===== src/periph_pkg.sv =====
package periph_pkg;

    // ------------------------------------------------
    // Bus widths
    // ------------------------------------------------
    localparam int AddrWidth = 16;
    localparam int DataWidth = 32;

    typedef logic [AddrWidth-1:0] addr_t;
    typedef logic [DataWidth-1:0] data_t;

    // ------------------------------------------------
    // Address map
    // ------------------------------------------------
    // Region field sits in the top address bits
    localparam int RegionLsb   = 12;
    localparam int RegionWidth = AddrWidth - RegionLsb;

    typedef logic [RegionWidth-1:0] region_t;

    localparam region_t RegionPlic  = 'd0;
    localparam region_t RegionTimer = 'd1;

    // Word offset inside a region
    localparam int OffsetLsb   = 2;
    localparam int OffsetWidth = 4;

    typedef logic [OffsetWidth-1:0] offset_t;

    // Read data returned with any error reply
    localparam data_t ErrPattern = 32'hdeadbeef;

    // ------------------------------------------------
    // Interrupts
    // ------------------------------------------------
    localparam int NumExtIrq   = 2;
    localparam int NumSources  = 3;
    localparam int TimerSource = 2;
    localparam int MaxPriority = 3;
    // Claim IDs are source index plus one, zero means none
    localparam int ClaimWidth  = $clog2(NumSources + 1);

    typedef logic [1:0]            prio_t;
    typedef logic [NumSources-1:0] src_vec_t;

    // Interrupt controller register words
    localparam offset_t PlicPending   = 'd0;
    localparam offset_t PlicEnable    = 'd1;
    localparam offset_t PlicThreshold = 'd2;
    localparam offset_t PlicClaim     = 'd3;
    localparam offset_t PlicPrioBase  = 'd4;

    // Timer register words
    localparam offset_t TimerCount   = 'd0;
    localparam offset_t TimerCompare = 'd1;
    localparam offset_t TimerCtrl    = 'd2;

endpackage

===== src/periph_reg_if.sv =====
// One register access from the decoder to a peripheral
interface periph_reg_if;
    import periph_pkg::*;

    // Request with a single-cycle valid pulse
    logic    valid;
    logic    write;
    offset_t offset;
    data_t   wdata;

    // Reply with done one cycle after valid
    logic    done;
    data_t   rdata;
    logic    err;

    modport master (
        output valid,
        output write,
        output offset,
        output wdata,
        input  done,
        input  rdata,
        input  err
    );

    modport slave (
        input  valid,
        input  write,
        input  offset,
        input  wdata,
        output done,
        output rdata,
        output err
    );

endinterface


===== src/periph_top.sv =====
module periph_top (
    input  logic                             clk_i,
    input  logic                             reset_i,
    // Request channel
    input  logic                             req_valid_i,
    output logic                             req_ready_o,
    input  logic                             req_write_i,
    input  periph_pkg::addr_t                req_addr_i,
    input  periph_pkg::data_t                req_wdata_i,
    // Response channel
    output logic                             rsp_valid_o,
    input  logic                             rsp_ready_i,
    output periph_pkg::data_t                rsp_rdata_o,
    output logic                             rsp_err_o,
    // Interrupts
    input  logic [periph_pkg::NumExtIrq-1:0] ext_irq_i,
    output logic                             irq_o
);
    import periph_pkg::*;

    logic     timer_irq;
    src_vec_t irq_src;

    periph_reg_if plic_bus ();
    periph_reg_if timer_bus ();

    // External lines first, timer on the last source
    assign irq_src[NumExtIrq-1:0] = ext_irq_i;
    assign irq_src[TimerSource]   = timer_irq;

    periph_decoder i_decoder (
        .clk_i       ( clk_i       ),
        .reset_i     ( reset_i     ),
        .req_valid_i ( req_valid_i ),
        .req_ready_o ( req_ready_o ),
        .req_write_i ( req_write_i ),
        .req_addr_i  ( req_addr_i  ),
        .req_wdata_i ( req_wdata_i ),
        .rsp_valid_o ( rsp_valid_o ),
        .rsp_ready_i ( rsp_ready_i ),
        .rsp_rdata_o ( rsp_rdata_o ),
        .rsp_err_o   ( rsp_err_o   ),
        .plic_bus    ( plic_bus    ),
        .timer_bus   ( timer_bus   )
    );

    periph_timer i_timer (
        .clk_i   ( clk_i     ),
        .reset_i ( reset_i   ),
        .bus     ( timer_bus ),
        .irq_o   ( timer_irq )
    );

    periph_plic i_plic (
        .clk_i   ( clk_i    ),
        .reset_i ( reset_i  ),
        .bus     ( plic_bus ),
        .src_i   ( irq_src  ),
        .irq_o   ( irq_o    )
    );

endmodule


===== src/periph_plic.sv =====
module periph_plic (
    input  logic                  clk_i,
    input  logic                  reset_i,
    periph_reg_if.slave           bus,
    input  periph_pkg::src_vec_t  src_i,
    output logic                  irq_o
);
    import periph_pkg::*;

    prio_t                 prio_q [NumSources];
    src_vec_t              enable_q;
    prio_t                 threshold_q;
    src_vec_t              claimed_q;
    logic                  irq_q;

    src_vec_t              pending;
    src_vec_t              eligible;
    logic                  best_found;
    prio_t                 best_prio;
    logic [ClaimWidth-1:0] best_idx;
    logic [ClaimWidth-1:0] claim_id;

    logic [NumSources-1:0] prio_sel;
    data_t                 prio_rd;
    logic                  hit;
    data_t                 rd_val;
    logic                  acc_err;
    logic                  claim_rd;
    logic                  complete_wr;
    logic                  complete_ok;
    logic [ClaimWidth-1:0] complete_id;

    logic                  done_q;
    data_t                 rdata_q;
    logic                  err_q;

    function automatic prio_t clamp_prio(data_t value);
        if (value > data_t'(MaxPriority)) begin
            return prio_t'(MaxPriority);
        end
        return prio_t'(value);
    endfunction

    // ------------------------------------------------
    // Source arbitration
    // ------------------------------------------------
    assign pending = src_i & ~claimed_q;

    always_comb begin
        best_found = 1'b0;
        best_prio  = '0;
        best_idx   = '0;
        for (int i = 0; i < NumSources; i++) begin
            eligible[i] = pending[i] && enable_q[i] && (prio_q[i] > threshold_q);
            // Strict compare keeps the lower index on a tie
            if (eligible[i] && (!best_found || (prio_q[i] > best_prio))) begin
                best_found = 1'b1;
                best_prio  = prio_q[i];
                best_idx   = ClaimWidth'(i);
            end
        end
    end

    assign claim_id = best_found ? ClaimWidth'(best_idx + 1'b1) : '0;

    // ------------------------------------------------
    // Register decode
    // ------------------------------------------------
    always_comb begin
        prio_rd = '0;
        for (int i = 0; i < NumSources; i++) begin
            prio_sel[i] = (bus.offset == offset_t'(PlicPrioBase + i));
            if (prio_sel[i]) begin
                prio_rd = data_t'(prio_q[i]);
            end
        end
    end

    always_comb begin
        hit    = 1'b1;
        rd_val = '0;
        case (bus.offset)
            PlicPending:   rd_val = data_t'(pending);
            PlicEnable:    rd_val = data_t'(enable_q);
            PlicThreshold: rd_val = data_t'(threshold_q);
            PlicClaim:     rd_val = data_t'(claim_id);
            default: begin
                hit    = |prio_sel;
                rd_val = prio_rd;
            end
        endcase
    end

    assign claim_rd    = bus.valid && !bus.write && (bus.offset == PlicClaim);
    assign complete_wr = bus.valid && bus.write && (bus.offset == PlicClaim);
    assign complete_ok = (bus.wdata != '0) && (bus.wdata <= data_t'(NumSources));
    assign complete_id = bus.wdata[ClaimWidth-1:0];

    // Pending is read-only and a complete must name a real source
    assign acc_err = !hit
                  || (bus.write && (bus.offset == PlicPending))
                  || (bus.write && (bus.offset == PlicClaim) && !complete_ok);

    // ------------------------------------------------
    // Register state
    // ------------------------------------------------
    always_ff @(posedge clk_i) begin
        if (reset_i) begin
            for (int i = 0; i < NumSources; i++) begin
                prio_q[i] <= '0;
            end
            enable_q    <= '0;
            threshold_q <= '0;
            claimed_q   <= '0;
            irq_q       <= 1'b0;
            done_q      <= 1'b0;
        end else begin
            done_q <= bus.valid;
            irq_q  <= |eligible;
            if (bus.valid && bus.write && (bus.offset == PlicEnable)) begin
                enable_q <= src_vec_t'(bus.wdata);
            end
            if (bus.valid && bus.write && (bus.offset == PlicThreshold)) begin
                threshold_q <= clamp_prio(bus.wdata);
            end
            for (int i = 0; i < NumSources; i++) begin
                if (bus.valid && bus.write && prio_sel[i]) begin
                    prio_q[i] <= clamp_prio(bus.wdata);
                end
                if (claim_rd && best_found && (best_idx == ClaimWidth'(i))) begin
                    claimed_q[i] <= 1'b1;
                end else if (complete_wr && complete_ok
                             && (complete_id == ClaimWidth'(i + 1))) begin
                    claimed_q[i] <= 1'b0;
                end
            end
        end
    end

    always_ff @(posedge clk_i) begin
        if (bus.valid) begin
            err_q <= acc_err;
            if (acc_err) begin
                rdata_q <= ErrPattern;
            end else if (bus.write) begin
                rdata_q <= '0;
            end else begin
                rdata_q <= rd_val;
            end
        end
    end

    assign bus.done  = done_q;
    assign bus.rdata = rdata_q;
    assign bus.err   = err_q;
    assign irq_o     = irq_q;

endmodule


===== src/periph_timer.sv =====
module periph_timer (
    input  logic         clk_i,
    input  logic         reset_i,
    periph_reg_if.slave  bus,
    output logic         irq_o
);
    import periph_pkg::*;

    data_t count_q;
    data_t compare_q;
    logic  enable_q;

    logic  hit;
    data_t rd_val;
    logic  acc_err;
    logic  wr_count;
    logic  wr_compare;
    logic  wr_ctrl;

    logic  done_q;
    data_t rdata_q;
    logic  err_q;

    // ------------------------------------------------
    // Register decode
    // ------------------------------------------------
    always_comb begin
        hit    = 1'b1;
        rd_val = '0;
        case (bus.offset)
            TimerCount:   rd_val = count_q;
            TimerCompare: rd_val = compare_q;
            TimerCtrl:    rd_val = data_t'(enable_q);
            default:      hit = 1'b0;
        endcase
    end

    assign acc_err    = !hit;
    assign wr_count   = bus.valid && bus.write && (bus.offset == TimerCount);
    assign wr_compare = bus.valid && bus.write && (bus.offset == TimerCompare);
    assign wr_ctrl    = bus.valid && bus.write && (bus.offset == TimerCtrl);

    // ------------------------------------------------
    // Timer state
    // ------------------------------------------------
    always_ff @(posedge clk_i) begin
        if (reset_i) begin
            count_q   <= '0;
            compare_q <= '0;
            enable_q  <= 1'b0;
            done_q    <= 1'b0;
        end else begin
            done_q <= bus.valid;
            // A software load takes priority over counting
            if (wr_count) begin
                count_q <= bus.wdata;
            end else if (enable_q) begin
                count_q <= count_q + 1'b1;
            end
            if (wr_compare) begin
                compare_q <= bus.wdata;
            end
            if (wr_ctrl) begin
                enable_q <= bus.wdata[0];
            end
        end
    end

    // Reply payload where writes read back as zero
    always_ff @(posedge clk_i) begin
        if (bus.valid) begin
            err_q <= acc_err;
            if (acc_err) begin
                rdata_q <= ErrPattern;
            end else if (bus.write) begin
                rdata_q <= '0;
            end else begin
                rdata_q <= rd_val;
            end
        end
    end

    assign bus.done  = done_q;
    assign bus.rdata = rdata_q;
    assign bus.err   = err_q;

    // Level interrupt while the count has reached compare
    assign irq_o = enable_q && (count_q >= compare_q);

endmodule


===== src/periph_decoder.sv =====
module periph_decoder (
    input  logic               clk_i,
    input  logic               reset_i,
    // Request channel
    input  logic               req_valid_i,
    output logic               req_ready_o,
    input  logic               req_write_i,
    input  periph_pkg::addr_t  req_addr_i,
    input  periph_pkg::data_t  req_wdata_i,
    // Response channel
    output logic               rsp_valid_o,
    input  logic               rsp_ready_i,
    output periph_pkg::data_t  rsp_rdata_o,
    output logic               rsp_err_o,
    // Peripheral buses
    periph_reg_if.master       plic_bus,
    periph_reg_if.master       timer_bus
);
    import periph_pkg::*;

    typedef enum logic [1:0] {
        StIdle,
        StWait,
        StHold
    } state_e;

    state_e  state_q;
    logic    accept;
    region_t region;

    // Captured request
    logic    write_q;
    offset_t offset_q;
    data_t   wdata_q;

    // Per-target valid pulses with the error path acting as a third slave
    logic    plic_valid_q;
    logic    timer_valid_q;
    logic    err_valid_q;
    logic    err_done_q;

    logic    reply_done;
    data_t   reply_rdata;
    logic    reply_err;

    data_t   rsp_rdata_q;
    logic    rsp_err_q;

    assign region = req_addr_i[RegionLsb +: RegionWidth];
    assign accept = req_valid_i && req_ready_o;

    // ------------------------------------------------
    // Handshake FSM
    // ------------------------------------------------
    always_ff @(posedge clk_i) begin
        if (reset_i) begin
            state_q       <= StIdle;
            plic_valid_q  <= 1'b0;
            timer_valid_q <= 1'b0;
            err_valid_q   <= 1'b0;
            err_done_q    <= 1'b0;
        end else begin
            plic_valid_q  <= 1'b0;
            timer_valid_q <= 1'b0;
            err_valid_q   <= 1'b0;
            // Unmapped access answers one cycle later just like a slave
            err_done_q    <= err_valid_q;
            case (state_q)
                StIdle: begin
                    if (accept) begin
                        state_q       <= StWait;
                        plic_valid_q  <= (region == RegionPlic);
                        timer_valid_q <= (region == RegionTimer);
                        err_valid_q   <= (region != RegionPlic) && (region != RegionTimer);
                    end
                end
                StWait: begin
                    if (reply_done) begin
                        state_q <= StHold;
                    end
                end
                StHold: begin
                    if (rsp_ready_i) begin
                        state_q <= StIdle;
                    end
                end
                default: state_q <= StIdle;
            endcase
        end
    end

    always_ff @(posedge clk_i) begin
        if (accept) begin
            write_q  <= req_write_i;
            offset_q <= req_addr_i[OffsetLsb +: OffsetWidth];
            wdata_q  <= req_wdata_i;
        end
        if ((state_q == StWait) && reply_done) begin
            rsp_rdata_q <= reply_rdata;
            rsp_err_q   <= reply_err;
        end
    end

    // ------------------------------------------------
    // Reply select
    // ------------------------------------------------
    assign reply_done = plic_bus.done || timer_bus.done || err_done_q;

    always_comb begin
        if (plic_bus.done) begin
            reply_rdata = plic_bus.rdata;
            reply_err   = plic_bus.err;
        end else if (timer_bus.done) begin
            reply_rdata = timer_bus.rdata;
            reply_err   = timer_bus.err;
        end else begin
            reply_rdata = ErrPattern;
            reply_err   = 1'b1;
        end
    end

    // Both buses share the captured request fields
    assign plic_bus.valid   = plic_valid_q;
    assign plic_bus.write   = write_q;
    assign plic_bus.offset  = offset_q;
    assign plic_bus.wdata   = wdata_q;

    assign timer_bus.valid  = timer_valid_q;
    assign timer_bus.write  = write_q;
    assign timer_bus.offset = offset_q;
    assign timer_bus.wdata  = wdata_q;

    assign req_ready_o = (state_q == StIdle);
    assign rsp_valid_o = (state_q == StHold);
    assign rsp_rdata_o = rsp_rdata_q;
    assign rsp_err_o   = rsp_err_q;

endmodule


===== config.mk =====
export PLATFORM = sky130hd
export DESIGN_NAME = periph_top
export DESIGN_NICKNAME = d
export VERILOG_FILES = /design/src/periph_pkg.sv /design/src/periph_reg_if.sv /design/src/periph_top.sv /design/src/periph_plic.sv /design/src/periph_timer.sv /design/src/periph_decoder.sv
export SDC_FILE = /design/constraint.sdc
export NUM_CORES = 1
export LEC_CHECK = 0
export BUFFER_PORTS_ARGS = -buffer_cell sky130_fd_sc_hd__clkbuf_2
export CAP_MARGIN = 20
export CORE_ASPECT_RATIO = 1.4
export CORE_UTILIZATION = 55
export DETAILED_ROUTE_END_ITERATION = 6
export PLACE_DENSITY = 0.75
export SLEW_MARGIN = 20
export SYNTH_ARGS = -nofsm -noshare
export SYNTH_HDL_FRONTEND = slang
export SYNTH_SLANG_ARGS = --single-unit

===== constraint.sdc =====
create_clock -name clk_i -period 5.1 [get_ports clk_i]
set_input_delay 0.51 -clock clk_i [delete_from_list [all_inputs] [get_ports clk_i]]
set_output_delay 0.51 -clock clk_i [all_outputs]
set_load 0.01 [all_outputs]

== Word level (Yosys, flattened, before mapping) ==
Memory sizes are Yosys's and may differ from the RTL's.
Index checks and enable logic that the tools add are counted.
Storage, ports and cells
  bits in registers: 218
  latch bits: 0
  memory bits (writable): 6
  ROM bits: 0
  bits of input ports: 55
  word-level logic and storage cells: 198
  memories: 1
Cells by class
  $add $sub $neg: 2
  multipliers: 0
  divide/modulo/power cells: 0
  $lt $le $gt $ge: 8
  equal/unequal tests: 18
  shift operators: 0
  multiplexer cells: 67
  bitwise logic cells: 8
  reduce and logical (&&, ||, !) cells: 67
Memories
  i_plic.prio_q: words 3, width 2, rd ports 3, clocked after Yosys merged registers in 0, wr ports 3, line periph_plic.sv:10  | prio_t prio_q [NumSources];
Operator list (number)
  2-to-1 mux 32 bit: 5
  case mux 32 bit (3 select lines): 1
  2-to-1 mux 2 bit: 24
  logical AND 1 bit: 37
  2-to-1 mux 1 bit: 34
  adder 32 x 1 -> 32 bit, second input constant: 1
  >= comparator 32 bit: 1
  > comparator 32 x 2 -> 1 bit, second input constant: 1
  less-or-equal comparator 32 x 2 -> 1 bit, second input constant: 1
  nonzero test 32 bit: 1
  == test 4 x 3 -> 1 bit, second input constant: 3
  case mux 3 bit (4 select lines): 1
  OR reduction 3 bit: 4
  > comparator 2 bit: 5
  == test 2 bit, second input constant: 4
  == test 4 x 1 -> 1 bit, second input constant: 2
  == test 4 x 2 -> 1 bit, second input constant: 2
  zero test 4 bit: 2
  nonzero test 2 bit: 4
  == test 2 x 1 -> 1 bit, second input constant: 3
  zero test 1 bit: 6
  logical OR 1 bit: 6
  case mux 2 bit (3 select lines): 1
  zero test 2 bit: 2
  13 further kinds: 19

== Depth between registers and ports, before layout ==
Gate-level depths: netlist of run 1.
  depth in word-level cells: 18
  gate-level depth with buffers: 18
  mapped depth without buffers: 18

== Modules after synthesis ==
A second synthesis of run 1 with hierarchy kept.
Unflattened totals
  cells, all modules: 965
  area total of the unflattened synthesis: 9892.0 um^2
By module, submodules not included
  periph_timer: instances 1, cells each 579, area an instance 5206.2 um^2, sequential area each 2312.2 um^2
  periph_decoder: instances 1, cells each 199, area an instance 3047.9 um^2, sequential area each 2222.1 um^2
  periph_plic: instances 1, cells each 187, area an instance 1637.8 um^2, sequential area each 530.5 um^2

== Worst setup path after synthesis of run 1 ==
No wires, ideal clock.
  path kind: flip-flop to flip-flop
  start point: memory i_plic.prio_q[0][1] in the netlist's numbering
  end point: register i_plic.rdata_q[0] (netlist: i_plic.bus.rdata[0]) (data pin)
  library setup time: 180 ps
  arrival: 3447 ps
  data required time: 4920 ps
  slack: 1473 ps
  stages on the path, launching flop included: 17
  buffers on the path: 0
  period minus slack after synthesis: 3627 ps
  cell sequence: edfxtp_1 ha_1 nor2b_1 o2111ai_1 nor2_1 ha_1 nand2_1 o21ai_0 a21oi_1 mux2_2 ha_1 nor2b_1 a2bb2oi_1 a21oi_1 a2111oi_2 nor3b_1 o311ai_1
RTL lines
  from (decl): line periph_plic.sv:10
  to (signal assigned): line periph_plic.sv:144  | rdata_q <= ErrPattern;
  to (signal assigned): line periph_plic.sv:148  | rdata_q <= rd_val;
  to (decl): line periph_plic.sv:34  | data_t rdata_q;

==> results.json, run 1 <==
{
  "num_vias": 6644,
  "hold_class": "input port to register",
  "worstMarginPinSlew_ns": 1.03,
  "synth_area_leaders": "edfxtp_1 37%, dfxtp_1 18%, ha_1 5.9%",
  "drt_iter0_markers": 552,
  "netlist_area_um2": 9150,
  "fin_ws_ns": 0.912,
  "routed_wl_um": 19400,
  "r2r-end": "i_plic.claimed_q[0]",
  "worstSetupPathType": "register to register",
  "yosys.area.top_type": "edfxtp_1",
  "fin_crit_ns": 4.19,
  "clk_pin_slew_ns": 0.07,
  "finalMaxSlewViolations": 0,
  "violations": "DRC",
  "ir_worst_vdd_mv": 0.215,
  "cts_buffer_depth": 2,
  "layout-drive-gt1-share": 0.149,
  "r2r_cells": 17,
  "dp_slack_ns": 0.936,
  "powerDensity_nw_per_um2": 309,
  "nNetsFinal": 1025,
  "vias_per_cell": 5.83,
  "r2r_slack_ns": 0.91,
  "status": "complete, but fails checks",
  "finalHoldViolations": 0,
  "core-area_um2": 16200,
  "die_y_um": 155,
  "ios": 91,
  "wire_per_inst_um": 17.0,
  "grt.total_usage": 0.239,
  "clock-sinks": 196,
  "cp.arrival_ns": 4.54,
  "grt_pass1_wl_um": 31800,
  "cts_root_buffer": "clkbuf_16",
  "grt_pass1_vias": 6254,
  "drt_pass1_iterations": 7,
  "timing.fmax_ghz": 0.239,
  "rsz0062_at_grt": "no",
  "die-area_um2": 17200,
  "cp-end-kind": "register",
  "ys_seq_area_frac": 0.554,
  "r2r-start": "i_plic.prio_q[0][1]",
  "crit_end": "i_plic.claimed_q[0]",
  "min_period_over_period": 0.821,
  "synth.most_common_cell": "edfxtp_1",
  "portBuffers": 82,
  "antenna_cells": 0,
  "post_cts_resized": 0,
  "synth.avg_cell_area_um2": 10.5,
  "synth_seq_cells": 196,
  "yosys_warnings": 0,
  "dieWidth_um": 111,
  "rows": 55,
  "cts_tree": "built",
  "area_growth_pct": 12.6,
  "drc": 19,
  "h-tree-depth": 4,
  "worstPathMaxFanout": 7,
  "syn_nets": 965,
  "dp_cells": 1107,
  "required_ns": 5.45,
  "dp_hpwl_um": 13500,
  "start_util": 0.563,
  "ant_nets": 0,
  "clock-skew-final_ns": 0.0140,
  "setup_tns_ns": 0,
  "cp-start-kind": "register",
  "synth_async_sr_flop_share": 0,
  "synth-edff-count": 114,
  "gp_congestion": 0.884,
  "maxCapViolCount": 0,
  "gr-total-overflow": 0,
  "synth_top_area_frac": 0.374,
  "ctsHoldBuffers": 0,
  "cts_buffers": 17,
  "post_cts_buffers": 0,
  "fin_cells": 1139,
  "ys_types": 59,
  "crit_path_start": "i_plic.prio_q[0][1]",
  "setup_viol_count_final": 0,
  "antenna_found_initial": 0,
  "total_leakage_power_nw": 3.79,
  "synthCells": 867,
  "clk_latency_ns": 0.44,
  "grt_max_degree": 65,
  "synth_flop_cell": "edfxtp_1",
  "slew_headroom": 0.311,
  "synthTopCellsByCount": "114 x edfxtp_1, 96 x nand2_1, 82 x dfxtp_1"
}
-- worst min-delay path by stage --
stage                                startpoint                           end  slack (ns)  cells past startpoint
final                           req_wdata_i[23]  i_decoder.plic_bus.wdata[23]        0.24                      1
after global placement    i_decoder.err_valid_q          i_decoder.err_done_q        0.44                      1
after global routing             req_wdata_i[1]   i_decoder.plic_bus.wdata[1]        0.23                      1
after floorplan           i_decoder.err_valid_q          i_decoder.err_done_q        0.41                      1
after CTS                       req_wdata_i[17]  i_decoder.plic_bus.wdata[17]        0.24                      1
after detailed placement  i_decoder.err_valid_q          i_decoder.err_done_q        0.45                      1
-- power by group --
part / total (W) / leakage [nW] / internal [W] / switching, W
Combinational: 0.000102 / 1.70 / 0.0000362 / 0.0000661
Sequential: 0.00173 / 1.79 / 0.00170 / 0.0000290
Clock: 0.00135 / 0.296 / 0.000723 / 0.000628
Total: 0.00318 / 3.79 / 0.00246 / 0.000723
-- area by class of cell --
cell class	instances	area (um2)
Multi-Input combinational cell	577	3750
Timing Repair Buffer	88	455
Fill cell	1285	5940
Inverter	47	176
Clock inverter	14	159
Sequential cell	196	5060
Clock buffer	18	450
Tap cell	199	249
-- cell families after synthesis --
| family | Yosys count | share of synthesized area |
|---|---|---|
| fa+ha+maj | 43 | 0.0588 |
| simple gates | 283 | 0.155 |
| mux | 21 | 0.0231 |
| xor+xnor | 29 | 0.0278 |
| flops | 196 | 0.554 |
| buf+inv | 94 | 0.0389 |
| compound gates | 201 | 0.143 |
-- worst max-delay path, cell delays in order, from the launching register on --
cell and delay [ns]:
edfxtp_1 0.44, ha_1 0.31, nor2b_1 0.14, o2111ai_1 0.35, nor2_1 0.11, ha_1 0.30
nand2_1 0.06, o21ai_0 0.08, a21oi_1 0.43, nor2_1 0.10, a21oi_1 0.15, ha_1 0.26
nor2b_1 0.13, a2bb2oi_1 0.12, a21oi_1 0.22, a211oi_1 0.14, or4b_1 0.58, o31ai_2 0.19
-- sequential cells by signal (all words and copies together), names as in the netlist, 4 cells and up --
register,count
i_plic.prio_q,6
i_timer.count_q,32
i_plic.bus.rdata,4
i_timer.bus.rdata,32
i_decoder.rsp_rdata_o,32
i_decoder.plic_bus.offset,4
i_timer.compare_q,32
i_decoder.plic_bus.wdata,32
-- metrics by stage --
stage	util	cell area, um2	power (W)	hold slack, ns
CTS	0.634	10300	0.00320	0.238
global placement	0.596	9690	0.00186	0.436
finish	0.634	10300	0.00318	0.240
global route	0.634	10300	0.00327	0.228
floorplan	-	9150	0.00182	0.414
detailed placement	0.597	9690	0.00187	0.450
-- routing by layer --
metal | track usage | vias to the layer above | routed length (um)
met5 | 0 | - | 0
met4 | 0.0855 | 0 | 349
met3 | 0.0400 | 31 | 931
met2 | 0.406 | 225 | 9420
met1 | 0.309 | 3135 | 8650
li1 | - | 3253 | -
-- placed cells by master (no fill, tap or decap), types with 10 or more instances in the layout --
master,n
xor2_1,22
o21a_1,21
nor2b_1,16
nor4_1,10
a211oi_1,30
and2_1,10
clkbuf_2,82
o21ai_0,39
inv_1,47
dfxtp_1,82
nand4_1,14
clkbuf_16,18
nand3_1,20
a22oi_1,24
ha_1,43
nor2_1,67
mux2i_1,20
edfxtp_1,114
a21oi_1,61
nand2_1,96
No activity file was read; power rests on OpenSTA's default activity.
==> run 2: changes to the inputs <==
==> constraint.sdc (replaced) <==
create_clock -name clk_i -period 4.3 [get_ports clk_i]
set_input_delay 0.43 -clock clk_i [delete_from_list [all_inputs] [get_ports clk_i]]
set_output_delay 0.43 -clock clk_i [all_outputs]
set_load 0.01 [all_outputs]
==> run 2 against run 1 <==
Net effect:
- the run still ends with DRC left
- wire length is 1.5% higher
- fmax is 6.9% higher
- sequential share of layout area hardly changed
- via count is 0.15% higher
- sequential cell count stayed put
- sequential power is 18% higher
- clock skew is 0.0039 ns lower
- combinational power is 19% higher
- largest power group unchanged
- highest routed layer unchanged
==> results.json, run 2 (synthesized netlist as in run 1, its figures left out) <==
{
  "r2r_cells": 17,
  "wire_per_inst_um": 17.2,
  "cts_buffer_depth": 2,
  "setup_viol_count_final": 0,
  "maxCapViolCount": 0,
  "fin_crit_ns": 3.92,
  "clkPwrFrac": 0.414,
  "rows": 55,
  "start_util": 0.563,
  "cts_root_buffer": "clkbuf_16",
  "grt_pass1_vias": 6288,
  "num_vias": 6654,
  "dp_hpwl_um": 13600,
  "cts_tree": "built",
  "holdPathStages": 1,
  "min_period_over_period": 0.911,
  "nNetsFinal": 1025,
  "r2r-start": "i_plic.prio_q[0][1]",
  "worstPathMaxFanout": 5,
  "h-tree-depth": 4,
  "r2r_slack_ns": 0.38,
  "worstSetupPathType": "register to register",
  "clock-sinks": 196,
  "r2r-end": "i_plic.claimed_q[0]",
  "slowest_stage": "or4b_1",
  "antenna_found_initial": 0,
  "clock-skew-final_ns": 0.0101,
  "crit_path_max_incr_delay_ns": 0.56,
  "worstMarginPinSlew_ns": 1.11,
  "p_switching_w": 0.000821,
  "clk_pin_slew_ns": 0.07,
  "netSwitchingFraction": 0.221,
  "core-area_um2": 16200,
  "status": "complete, but fails checks",
  "grt.total_usage": 0.240,
  "ant_nets": 0,
  "gr-total-overflow": 0,
  "die-area_um2": 17200,
  "cp-start-kind": "register",
  "antenna_cells": 0,
  "dp_cells": 1106,
  "gp_congestion": 0.896,
  "fin_ws_ns": 0.383,
  "internal-power_w": 0.00289,
  "layout-drive-gt1-share": 0.151,
  "min_from": "req_wdata_i[22]",
  "ir_worst_vdd_mv": 0.285,
  "cp.arrival_ns": 4.27,
  "seqPwrFrac": 0.553,
  "dp_slack_ns": 0.185,
  "clk_latency_ns": 0.44,
  "vias_per_cell": 5.84,
  "finalHoldViolations": 0,
  "final_cell_mix": "114 x edfxtp_1, 96 x nand2_1, 82 x dfxtp_1, 82 x clkbuf_2, 67 x nor2_1",
  "powerDensity_nw_per_um2": 360,
  "crit_chain": "ha_1 > nor2b_1 > o2111a_1 > nand2_1 > ha_1 > nor2b_1 > o21ai_0 > a21oi_2 > nor2_1 > a21oi_1 > ha_1 > nor2b_1 > a2bb2oi_1 > a21oi_2 > a211oi_2 > or4b_1 > o31ai_2",
  "cts_buffers": 17,
  "layout_commonest_cell": "edfxtp_1",
  "rsz0062_at_grt": "no",
  "routed_wl_um": 19600,
  "hold_class": "input port to register",
  "drt_pass1_iterations": 7,
  "cp-end-kind": "register",
  "drt_iter0_markers": 446,
  "n_fill_cell": 1317,
  "slew_headroom": 0.260,
  "finalMaxSlewViolations": 0,
  "timing.fmax_ghz": 0.255,
  "violations": "DRC",
  "holdPathEnd": "i_decoder.plic_bus.wdata[22]",
  "grt_pass1_wl_um": 31900,
  "grt_max_degree": 65,
  "setup_tns_ns": 0,
  "portBuffers": 82,
  "crit_path_start": "i_plic.prio_q[0][1]",
  "ios": 91,
  "required_ns": 4.65,
  "area_growth_pct": 12.6,
  "total_leakage_power_nw": 3.76,
  "dieWidth_um": 111,
  "p_comb_frac": 0.033,
  "drc": 21,
  "fin_cells": 1139,
  "ctsHoldBuffers": 0,
  "die_y_um": 155
}
==> run 2: per-stage QoR <==
| step | hold slack, ns | util | cell area [um2] | total power (W) |
|---|---|---|---|---|
| floorplan | 0.414 | - | 9150 | 0.00215 |
| global placement | 0.440 | 0.596 | 9680 | 0.00221 |
| detailed placement | 0.450 | 0.596 | 9680 | 0.00221 |
| CTS | 0.158 | 0.631 | 10300 | 0.00373 |
| global route | 0.155 | 0.634 | 10300 | 0.00381 |
| finish | 0.164 | 0.634 | 10300 | 0.00371 |
==> run 2: layer usage <==
| metal | track usage | share of wire | up-vias | routed length, um |
|---|---|---|---|---|
| met3 | 0.0478 | 0.047 | 35 | 932 |
| met5 | 0 | 0 | - | 0 |
| met1 | 0.300 | 0.44 | 3141 | 8710 |
| met4 | 0.0900 | 0.020 | 0 | 402 |
| met2 | 0.410 | 0.49 | 215 | 9590 |
| li1 | - | - | 3263 | - |
==> run 2: power by group through the flow <==
stage               combinational (W)  sequential, W  clock, W
global route                 0.000134        0.00206   0.00162
detailed placement           0.000121        0.00209         0
floorplan                   0.0000773        0.00208         0
finish                       0.000121        0.00205   0.00154
global placement             0.000119        0.00209         0
CTS                          0.000121        0.00205   0.00155
==> run 2: layout make-up <==
cell class	instances	area, um2	area share
clock buffer	21	450	0.0438
timing repair buffer	88	455	0.0442
inverter	47	176	0.0171
sequential	196	5060	0.492
tap	199	249	0.0242
multi-input combinational	577	3780	0.367
clock inverter	11	119	0.0115
==> run 2: worst max path at each step <==
| stage | end | slack, ns | cells after the start |
|---|---|---|---|
| after floorplan | i_plic.bus.rdata[0] | 0.67 | 16 |
| after global placement | i_plic.claimed_q[0] | 0.26 | 17 |
| after detailed placement | i_plic.bus.rdata[0] | 0.18 | 16 |
| after CTS | i_plic.bus.rdata[0] | 0.14 | 16 |
| after global routing | i_plic.bus.rdata[0] | 0.08 | 16 |
| final | i_plic.claimed_q[0] | 0.38 | 17 |
==> run 2: worst max-delay path, delay by kind of cell (launching register included) <==
family	cells	cell delay, ns
AOI/OAI and AO/OA	8	1.27
adders and majority gates	3	0.90
DFF	1	0.43
and+or+nand+nor	6	1.24
==> run 2: repair_timing <==
action,CTS,global route
endpoints found under the setup margin,0,5
hold endpoints to repair,0,0
resized for setup,0,5
setup buffers,0,1
